<file path="src/xgmii_pkg.sv">
package xgmii_pkg;

    // Lanes per 64-bit XGMII word
    localparam int BYTES_PER_WORD = 8;

    // Control characters
    // These only count in a lane whose rxc bit is set
    localparam logic [7:0] XGMII_IDLE  = 8'h07;
    localparam logic [7:0] XGMII_START = 8'hfb;
    localparam logic [7:0] XGMII_TERM  = 8'hfd;

    // Ethernet FCS is the reflected CRC-32
    // State starts at all ones and is inverted at the end
    localparam logic [31:0] CRC_INIT   = 32'hffff_ffff;
    localparam logic [31:0] CRC_POLY   = 32'hedb8_8320;
    localparam logic [31:0] CRC_XOROUT = 32'hffff_ffff;

    // One receive word from the PHY
    // Byte rxd[0] is lane 0, the first on the wire
    typedef struct packed {
        logic [BYTES_PER_WORD-1:0][7:0] rxd;
        logic [BYTES_PER_WORD-1:0]      rxc;
    } xgmii_word_t;

endpackage

</file>
<file path="src/mac_pkg.sv">
package mac_pkg;

    // APB register map, byte offsets
    localparam logic [7:0] REG_CTRL     = 8'h00;
    localparam logic [7:0] REG_GOOD_CNT = 8'h04;
    localparam logic [7:0] REG_BAD_CNT  = 8'h08;

    // Receive stream beat
    // tuser flags a good CRC and means something only on tlast
    typedef struct packed {
        logic [7:0][7:0] tdata;
        logic [7:0]      tkeep;
        logic            tlast;
        logic            tuser;
    } axis_beat_t;

    // APB requester side
    typedef struct packed {
        logic        psel;
        logic        penable;
        logic        pwrite;
        logic [7:0]  paddr;
        logic [31:0] pwdata;
    } apb_req_t;

    // APB completer side
    typedef struct packed {
        logic [31:0] prdata;
        logic        pready;
        logic        pslverr;
    } apb_rsp_t;

    // Per-frame event from the MAC to the statistics counters
    typedef struct packed {
        logic frame_done;
        logic crc_ok;
    } rx_stat_t;

endpackage

</file>
<file path="src/crc32_engine.sv">
`timescale 1ns/1ps

module crc32_engine
    import xgmii_pkg::*;
(
    input  logic                           i_clk,
    input  logic                           i_reset,
    input  logic [BYTES_PER_WORD-1:0][7:0] i_data,
    input  logic [BYTES_PER_WORD-1:0]      i_valid,
    output logic [31:0]                    o_crc
);

    logic [31:0] crc_q;
    logic [31:0] crc_next;

    // Shift one byte through the reflected register, LSB first
    function automatic logic [31:0] crc_byte(
        input logic [31:0] crc,
        input logic [7:0]  data
    );
        logic [31:0] c;
        c = crc ^ {24'd0, data};
        for (int b = 0; b < 8; b++) begin
            if (c[0]) begin
                c = (c >> 1) ^ CRC_POLY;
            end else begin
                c = c >> 1;
            end
        end
        return c;
    endfunction

    // Fold the enabled lanes in wire order
    always_comb begin
        crc_next = crc_q;
        for (int i = 0; i < BYTES_PER_WORD; i++) begin
            if (i_valid[i]) begin
                crc_next = crc_byte(crc_next, i_data[i]);
            end
        end
    end

    always_ff @(posedge i_clk) begin
        if (i_reset) begin
            crc_q <= CRC_INIT;
        end else begin
            crc_q <= crc_next;
        end
    end

    // Result already includes this cycle's word
    assign o_crc = crc_next ^ CRC_XOROUT;

endmodule

</file>
<file path="src/rx_mac.sv">
`timescale 1ns/1ps

module rx_mac
    import xgmii_pkg::*;
    import mac_pkg::*;
(
    input  logic        i_clk,
    input  logic        i_reset,
    input  xgmii_word_t i_xgmii,
    input  logic        i_phy_valid,
    input  logic        i_rx_enable,
    output axis_beat_t  o_beat,
    output logic        o_beat_valid,
    output rx_stat_t    o_stat
);

    typedef enum logic {
        ST_IDLE,
        ST_DATA
    } rx_state_t;

    rx_state_t state_q;
    rx_state_t state_next;

    // Start detection
    logic start_l0;
    logic start_l4;
    logic start_ok;
    logic first_hi_q;

    // Terminate detection
    logic [BYTES_PER_WORD-1:0] term_lane;
    logic [2:0]                term_idx;
    logic                      term_found;
    logic                      in_data;

    // Beat shaping
    logic [BYTES_PER_WORD-1:0]      keep;
    logic [BYTES_PER_WORD-1:0]      beat_mask;
    logic [BYTES_PER_WORD-1:0][7:0] beat_data;

    // Previous valid word, feeds the delayed engine and the split FCS
    logic [BYTES_PER_WORD-1:0][7:0] prev_rxd;
    logic [BYTES_PER_WORD-1:0]      prev_mask;

    // CRC check
    logic                      crc_reset;
    logic [BYTES_PER_WORD-1:0] cur_crc_valid;
    logic [BYTES_PER_WORD-1:0] del_crc_valid;
    logic [31:0]               cur_crc;
    logic [31:0]               del_crc;
    logic [127:0]              two_words;
    logic [31:0]               fcs_rx;
    logic                      crc_ok;

    // Mask with every lane below n set
    function automatic logic [7:0] lanes_below(input logic [3:0] n);
        logic [7:0] m;
        for (int i = 0; i < 8; i++) begin
            m[i] = (4'(i) < n);
        end
        return m;
    endfunction

    assign start_l0 = i_phy_valid && i_xgmii.rxc[0] && (i_xgmii.rxd[0] == XGMII_START);
    assign start_l4 = i_phy_valid && i_xgmii.rxc[4] && (i_xgmii.rxd[4] == XGMII_START);
    assign start_ok = (state_q == ST_IDLE) && i_rx_enable && (start_l0 || start_l4);

    always_comb begin
        for (int i = 0; i < BYTES_PER_WORD; i++) begin
            term_lane[i] = i_xgmii.rxc[i] && (i_xgmii.rxd[i] == XGMII_TERM);
        end
    end

    // Lowest lane holding a terminate code
    always_comb begin
        term_idx = 3'd0;
        for (int i = BYTES_PER_WORD - 1; i >= 0; i--) begin
            if (term_lane[i]) begin
                term_idx = 3'(i);
            end
        end
    end

    assign in_data    = (state_q == ST_DATA) && i_phy_valid;
    assign term_found = in_data && (|term_lane);

    always_comb begin
        state_next = state_q;
        case (state_q)
            ST_IDLE: if (start_ok) state_next = ST_DATA;
            ST_DATA: if (term_found) state_next = ST_IDLE;
            default: state_next = ST_IDLE;
        endcase
    end

    always_ff @(posedge i_clk) begin
        if (i_reset) begin
            state_q    <= ST_IDLE;
            first_hi_q <= 1'b0;
        end else begin
            state_q <= state_next;
            // Lane 4 start leaves preamble in the low half of the next word
            if (start_ok) begin
                first_hi_q <= !start_l0;
            end else if (in_data) begin
                first_hi_q <= 1'b0;
            end
        end
    end

    always_comb begin
        if (term_found) begin
            keep = lanes_below({1'b0, term_idx});
        end else if (first_hi_q) begin
            keep = 8'hf0;
        end else begin
            keep = 8'hff;
        end
    end

    assign beat_mask = keep & {BYTES_PER_WORD{in_data}};

    always_comb begin
        for (int i = 0; i < BYTES_PER_WORD; i++) begin
            beat_data[i] = beat_mask[i] ? i_xgmii.rxd[i] : 8'h00;
        end
    end

    always_ff @(posedge i_clk) begin
        if (i_phy_valid) begin
            prev_rxd <= i_xgmii.rxd;
        end
    end

    always_ff @(posedge i_clk) begin
        if (i_reset) begin
            prev_mask <= '0;
        end else if (i_phy_valid) begin
            prev_mask <= cur_crc_valid;
        end
    end

    // Engine masks, FCS bytes excluded on the terminate word
    always_comb begin
        cur_crc_valid = beat_mask;
        del_crc_valid = prev_mask & {BYTES_PER_WORD{in_data}};
        if (term_found) begin
            if (term_idx < 3'd4) begin
                // FCS starts in the previous word
                cur_crc_valid = '0;
                del_crc_valid = prev_mask & lanes_below({1'b0, term_idx} + 4'd4);
            end else begin
                cur_crc_valid = lanes_below({1'b0, term_idx} - 4'd4);
            end
        end
    end

    assign crc_reset = i_reset || (state_q == ST_IDLE);

    crc32_engine u_crc_cur (
        .i_clk   (i_clk),
        .i_reset (crc_reset),
        .i_data  (beat_data),
        .i_valid (cur_crc_valid),
        .o_crc   (cur_crc)
    );

    crc32_engine u_crc_del (
        .i_clk   (i_clk),
        .i_reset (crc_reset),
        .i_data  (prev_rxd),
        .i_valid (del_crc_valid),
        .o_crc   (del_crc)
    );

    // FCS is the four bytes just before the terminate lane
    assign two_words = {i_xgmii.rxd, prev_rxd};
    assign fcs_rx    = two_words[{term_idx, 3'b000} + 7'd32 +: 32];
    assign crc_ok    = (term_idx < 3'd4) ? (del_crc == fcs_rx) : (cur_crc == fcs_rx);

    assign o_beat_valid      = in_data;
    assign o_beat.tdata      = beat_data;
    assign o_beat.tkeep      = beat_mask;
    assign o_beat.tlast      = term_found;
    assign o_beat.tuser      = term_found && crc_ok;
    assign o_stat.frame_done = term_found;
    assign o_stat.crc_ok     = term_found && crc_ok;

    a_last_valid: assert property (@(posedge i_clk) disable iff (i_reset)
        o_beat.tlast |-> o_beat_valid);

    // Last beat keeps an unbroken run from lane 0
    a_last_keep: assert property (@(posedge i_clk) disable iff (i_reset)
        (o_beat_valid && o_beat.tlast) |-> ((o_beat.tkeep & (o_beat.tkeep + 8'd1)) == 8'd0));

    a_done_last: assert property (@(posedge i_clk) disable iff (i_reset)
        o_stat.frame_done == (o_beat_valid && o_beat.tlast));

endmodule

</file>
<file path="src/mac_rx_regs.sv">
`timescale 1ns/1ps

module mac_rx_regs
    import mac_pkg::*;
(
    input  logic     i_clk,
    input  logic     i_reset,
    input  apb_req_t i_apb,
    output apb_rsp_t o_apb,
    input  rx_stat_t i_stat,
    output logic     o_rx_enable
);

    logic        access;
    logic        wr;
    logic        hit_ctrl;
    logic        hit_good;
    logic        hit_bad;
    logic        hit_any;
    logic        rx_enable_q;
    logic [31:0] good_cnt_q;
    logic [31:0] bad_cnt_q;

    // Clear has priority, count stops at all ones
    function automatic logic [31:0] count_next(
        input logic [31:0] cnt,
        input logic        clr,
        input logic        inc
    );
        logic [31:0] n;
        n = cnt;
        if (clr) begin
            n = '0;
        end else if (inc && (cnt != '1)) begin
            n = cnt + 32'd1;
        end
        return n;
    endfunction

    // Access phase of a transfer
    assign access = i_apb.psel && i_apb.penable;
    assign wr     = access && i_apb.pwrite;

    assign hit_ctrl = (i_apb.paddr == REG_CTRL);
    assign hit_good = (i_apb.paddr == REG_GOOD_CNT);
    assign hit_bad  = (i_apb.paddr == REG_BAD_CNT);
    assign hit_any  = hit_ctrl || hit_good || hit_bad;

    always_ff @(posedge i_clk) begin
        if (i_reset) begin
            rx_enable_q <= 1'b0;
            good_cnt_q  <= '0;
            bad_cnt_q   <= '0;
        end else begin
            if (wr && hit_ctrl) begin
                rx_enable_q <= i_apb.pwdata[0];
            end
            // Any write to a counter clears it
            good_cnt_q <= count_next(good_cnt_q, wr && hit_good,
                                     i_stat.frame_done && i_stat.crc_ok);
            bad_cnt_q  <= count_next(bad_cnt_q, wr && hit_bad,
                                     i_stat.frame_done && !i_stat.crc_ok);
        end
    end

    // Read data during the access cycle, zero otherwise
    always_comb begin
        o_apb.prdata = '0;
        if (access && !i_apb.pwrite) begin
            if (hit_ctrl) begin
                o_apb.prdata = {31'd0, rx_enable_q};
            end else if (hit_good) begin
                o_apb.prdata = good_cnt_q;
            end else if (hit_bad) begin
                o_apb.prdata = bad_cnt_q;
            end
        end
    end

    // No wait states
    assign o_apb.pready  = 1'b1;
    assign o_apb.pslverr = access && !hit_any;

    assign o_rx_enable = rx_enable_q;

    a_penable_psel: assert property (@(posedge i_clk) disable iff (i_reset)
        i_apb.penable |-> i_apb.psel);

endmodule

</file>
<file path="src/mac_rx_top.sv">
`timescale 1ns/1ps

module mac_rx_top
    import xgmii_pkg::*;
    import mac_pkg::*;
(
    input  logic        i_clk,
    input  logic        i_reset,

    // PHY side
    input  xgmii_word_t i_xgmii,
    input  logic        i_phy_valid,

    // Register bus
    input  apb_req_t    i_apb,
    output apb_rsp_t    o_apb,

    // Frame stream, no back-pressure
    output axis_beat_t  o_beat,
    output logic        o_beat_valid
);

    logic     rx_enable;
    rx_stat_t rx_stat;

    mac_rx_regs u_regs (
        .i_clk       (i_clk),
        .i_reset     (i_reset),
        .i_apb       (i_apb),
        .o_apb       (o_apb),
        .i_stat      (rx_stat),
        .o_rx_enable (rx_enable)
    );

    // Beats leave in the cycle their XGMII word arrives
    rx_mac u_rx_mac (
        .i_clk        (i_clk),
        .i_reset      (i_reset),
        .i_xgmii      (i_xgmii),
        .i_phy_valid  (i_phy_valid),
        .i_rx_enable  (rx_enable),
        .o_beat       (o_beat),
        .o_beat_valid (o_beat_valid),
        .o_stat       (rx_stat)
    );

endmodule

</file>
<file path="config.mk">
export PLATFORM = sky130hd
export DESIGN_NAME = mac_rx_top
export DESIGN_NICKNAME = d
export VERILOG_FILES = /design/src/xgmii_pkg.sv /design/src/mac_pkg.sv /design/src/crc32_engine.sv /design/src/rx_mac.sv /design/src/mac_rx_regs.sv /design/src/mac_rx_top.sv
export SDC_FILE = /design/constraint.sdc
export NUM_CORES = 2
export LEC_CHECK = 0
export BUFFER_PORTS_ARGS = -buffer_cell sky130_fd_sc_hd__buf_2
export CAP_MARGIN = 10
export CELL_PAD_IN_SITES_DETAIL_PLACEMENT = 1
export CELL_PAD_IN_SITES_GLOBAL_PLACEMENT = 1
export CORE_MARGIN = 2
export CORE_UTILIZATION = 44
export DETAILED_ROUTE_END_ITERATION = 16
export PLACE_DENSITY = 0.83
export SLEW_MARGIN = 10
export SYNTH_ARGS = -nofsm -noshare
export SYNTH_HDL_FRONTEND = slang
export SYNTH_SLANG_ARGS = --single-unit
</file>
<file path="constraint.sdc">
create_clock -name i_clk -period 11.55 [get_ports i_clk]
set_input_delay 1.155 -clock i_clk [delete_from_list [all_inputs] [get_ports i_clk]]
set_output_delay 1.155 -clock i_clk [all_outputs]
set_load 0.01 [all_outputs]
</file>
==> metrics.md <==
| Metric | Value |
|---|---|
| Non-Filler Instances | 6415 |
| Ratio of cells with drive above 1 in the final layout | 0.321 |
| Average cell area after synthesis | just over 8 sq um |
| Num rows | between 100 and 150 |
| Maxcap violations | 1 |
| Most Crowded Layer GR | met2 |
| Gate power share | 0.532 |
| Most used cell, CP | buf_4 |
| R2R Path Start | u_rx_mac.u_crc_del.crc_q[7] |
| Crit. End Element | primary output |
| Peak VDD IR | 156 uV |
| I/O pin total | 227 |
| # port buffers | 194 |
| Worst hold slack | 0.499 ns |
| Gr ovfl total | 0 |
| Clk_lat worst skew | a little over 0.5 ns |
| Min-delay src | u_regs.good_cnt_q[20] |
| Number of flops mapped to enable cells by yosys | 64 |
| Flop2flop setup slack | -0.84 ns |
| Hold Crit Depth | 2 |
| Slew margin rel. | -0.208 |
| Reg-to-Reg End | u_regs.good_cnt_q[4] |
| Worst EP arrival | 12.06 ns |
| Initial antenna violation count | 21 |
| Critical path peak fanout | 6 |
| Met3 Use GR | 0.0897 |
| Vias | 41581 |
| Final period utilization | 1.14 |
| Clk_skew | 0.0310 ns |
| Unrepaired setup endpoints after global routing | yes |
| Synthesized Nets | 4362 |
| Fin Setup TNS | -45.98 ns |
| Vias in the first global route | between 40000 and 50000 |
| Synth Flop Type | dfxtp_1 |
| CTS Sinks | 200 |
| Routability cong. | 1.03 |
| Post-Syn Instances | 4242 |
| Final hold vios | 0 |
| DRT Wirelength | ~200000 um |
| Internal power | about 1.9 mW |
| Worst setup margin | -1.66 ns |
| Flop pwr share | 0.255 |
| Max Freq | 0.0757 GHz |
| Leak | between 20 and 25 nW |
| Cell area after synthesis | 35000 sq um |
| Avg WL per Cell | roughly 31 um |
| Run status | finished, violations left |
| CTS HTree Levels | 4 |
| Clock transition at path regs | approximately 0.11 ns |
| Worst slew pin tran | ~1.8 ns |
| Worst r2r path cells | 42 |
| Setup WS pre-CTS | -1.18 ns |
| First-pass GRT wire length | 272000 um |
| Syn. warnings | 0 |
| Total Nets Final | 5460 |
| FILL cells | 9516 |
| Hold WC Path Type | flop to flop |
| Pwr Total | around 3.1 mW |
| Final Critical Period | 13.21 ns |
| CTS tree | built |
| Yosys top cell area share | 0.173 |
| Area leader, netlist | xnor2_1 |
| Iter 0 DRT Violations | about 5000 |
| Vias per std cell | 6.48 |
| Critical Path Max Stage Delay | ~0.91 ns |
| Synth Register Bits | 200 |
| Worst Hold Endpoint | u_regs.good_cnt_q[20] |
| Global routing usage on met2 | 0.713 |
| Tot GR Track Use | 0.444 |
| CTS Buf Count | 17 |
| Multi-input gate area | 30500 sq um |
| Switching share of total power | 0.403 |
| P&R area growth vs syn | 34.2% |
| CTS root buffer | clkbuf_16 |
| Placed instance count | 6293 |
| Slew Viols, Final | 2 |
| Largest cells by area after synthesis | xnor2_1 (17%), xnor3_1 (9.6%), dfxtp_1 (7.8%) |
| Core area | ~80000 sq um |
| HPWL Detailed | 148000 um |
| NetSw | 1.26 mW |
| Deepest clock path buffer count | 2 |
| WS Path Type | flop to primary output |
| Clock Power Share | 0.213 |
| Residual DRC | 0 |
| Synth cell types | 124 |
| # setup viols final | 76 |
| 1st-pass router iterations | 6 |
| Pwr Density | 66.5 nW/um^2 |
| Req. time, crit path | about 10 ns |
| Top-count cell post-synth | xnor2_1 |
| Largest net degree at the start of global routing | 57 |
| DRT antenna net count | 0 |
| Initial Util | 0.444 |
| Slowest cell on crit path | mux2i_1 |
| Met1 usage | 0.536 |
| Startpoint Class | flop |
| Share of synthesized registers carrying an async set or reset | 0 |
| Chip Height | 286 um |
| Sequential Area | 4650 sq um |
| Die area | 81900 sq um |
| Sequential area share after synthesis | 0.133 |
| Synth top cells by count | xnor2_1 (693), nand2_1 (376), nor2_1 (366), xor2_1 (236), mux2i_1 (223) |
| Failing checks | capacitance limit, slew limit, setup timing |
| Chip Width | about 290 um |
how the worst max path moves through the flow:
| stage | start | end | slack, ns |
|---|---|---|---|
| floorplan | i_phy_valid | o_beat[0] | 0.002 |
| global placement | i_phy_valid | o_beat[0] | -0.75 |
| detailed placement | i_phy_valid | o_beat[0] | -1.18 |
| CTS | u_rx_mac.prev_rxd[7] | o_beat[0] | -0.28 |
| global route | u_rx_mac.u_crc_del.crc_q[7] | o_beat[0] | -1.77 |
| finish | u_rx_mac.u_crc_del.crc_q[7] | o_beat[0] | -1.66 |
cells by family (layout without fill, tap and decap cells):
| family | after synthesis | count (layout) | synth area share |
|---|---|---|---|
| AO/OA/AOI/OAI | 866 | 866 | 0.167 |
| XOR/XNOR | 1162 | 1162 | 0.379 |
| adder cells (fa/ha/maj) | 2 | 2 | 0.000714 |
| buffers and inverters | 322 | 1433 | 0.0373 |
| flip-flops | 200 | 200 | 0.133 |
| multiplexers | 260 | 260 | 0.0782 |
| other | 1 | 13 | 0.000107 |
| AND/OR/NAND/NOR | 1429 | 1429 | 0.205 |
metrics by stage:
step | util | area, sq um
after floorplan | - | 35200
after global placement | 0.564 | 44500
after detailed placement | 0.564 | 44500
after CTS | 0.583 | 46000
after global routing | 0.596 | 47000
final | 0.596 | 47000
power groups by stage:
stage,Sequential (mW),Combinational [mW],Clock [mW]
finish,0.796,1.66,0.667
global route,0.793,1.71,0.688
CTS,0.786,1.48,0.653
detailed placement,0.801,1.42,0
global placement,0.799,1.37,0
floorplan,0.777,0.856,0
cells in the final DEF, fill, tap and decap left out, drive strengths merged, types with 49 or more instances in the layout:
| cell type | instances |
|---|---|
| a211oi | 49 |
| a21oi | 221 |
| inv | 89 |
| and2 | 64 |
| xor2 | 246 |
| o21ai | 203 |
| xnor2 | 729 |
| edfxtp | 64 |
| nor4 | 55 |
| nand2 | 380 |
| nand4 | 55 |
| nor2 | 374 |
| nand3 | 106 |
| nor3 | 95 |
| or3 | 52 |
| mux2i | 234 |
| xnor3 | 153 |
| o211ai | 70 |
| dfxtp | 136 |
| buf | 1321 |
layout make-up:
type                       instances  share of cell area
multi-input combinational       3720               0.648
timing repair buffer            1321               0.205
sequential                       200              0.0988
tap                             1050              0.0279
clock buffer                      17             0.00905
inverter                          80             0.00639
clock inverter                    15             0.00410
antenna                           12            0.000639
routing by layer:
layer  vias up  share of wire
li1      17249              -
met1     20298           0.36
met2      2897           0.44
met3      1123           0.11
met4        14          0.089
met5         -        0.00049
state kept, by name, indices dropped and copies added, names as in the netlist, 5 cells and up:
register / flops
u_rx_mac.prev_rxd: 64
u_regs.bad_cnt_q: 32
u_regs.good_cnt_q: 32
u_rx_mac.u_crc_cur.crc_q: 32
u_rx_mac.u_crc_del.crc_q: 32
u_rx_mac.prev_mask: 5
critical path, delay by kind of cell, from the launching register on:
| kind | cells | cell delay [ns] |
|---|---|---|
| compound gates | 10 | 2.33 |
| xor+xnor | 8 | 2.07 |
| buf+inv | 12 | 2.07 |
| flops | 1 | 0.76 |
| mux | 2 | 1.30 |
| simple gates | 8 | 2.93 |
repair_timing:
item                                    CTS  global route
gates cloned                              0             0
hold buffers                              0             0
endpoints found under the setup margin   28            92
gates resized for setup                 101           119
endpoints found under the hold margin     0             0
setup buffers                            38            40
pin swaps                                62            66
Power figures use the tool's default switching activity.
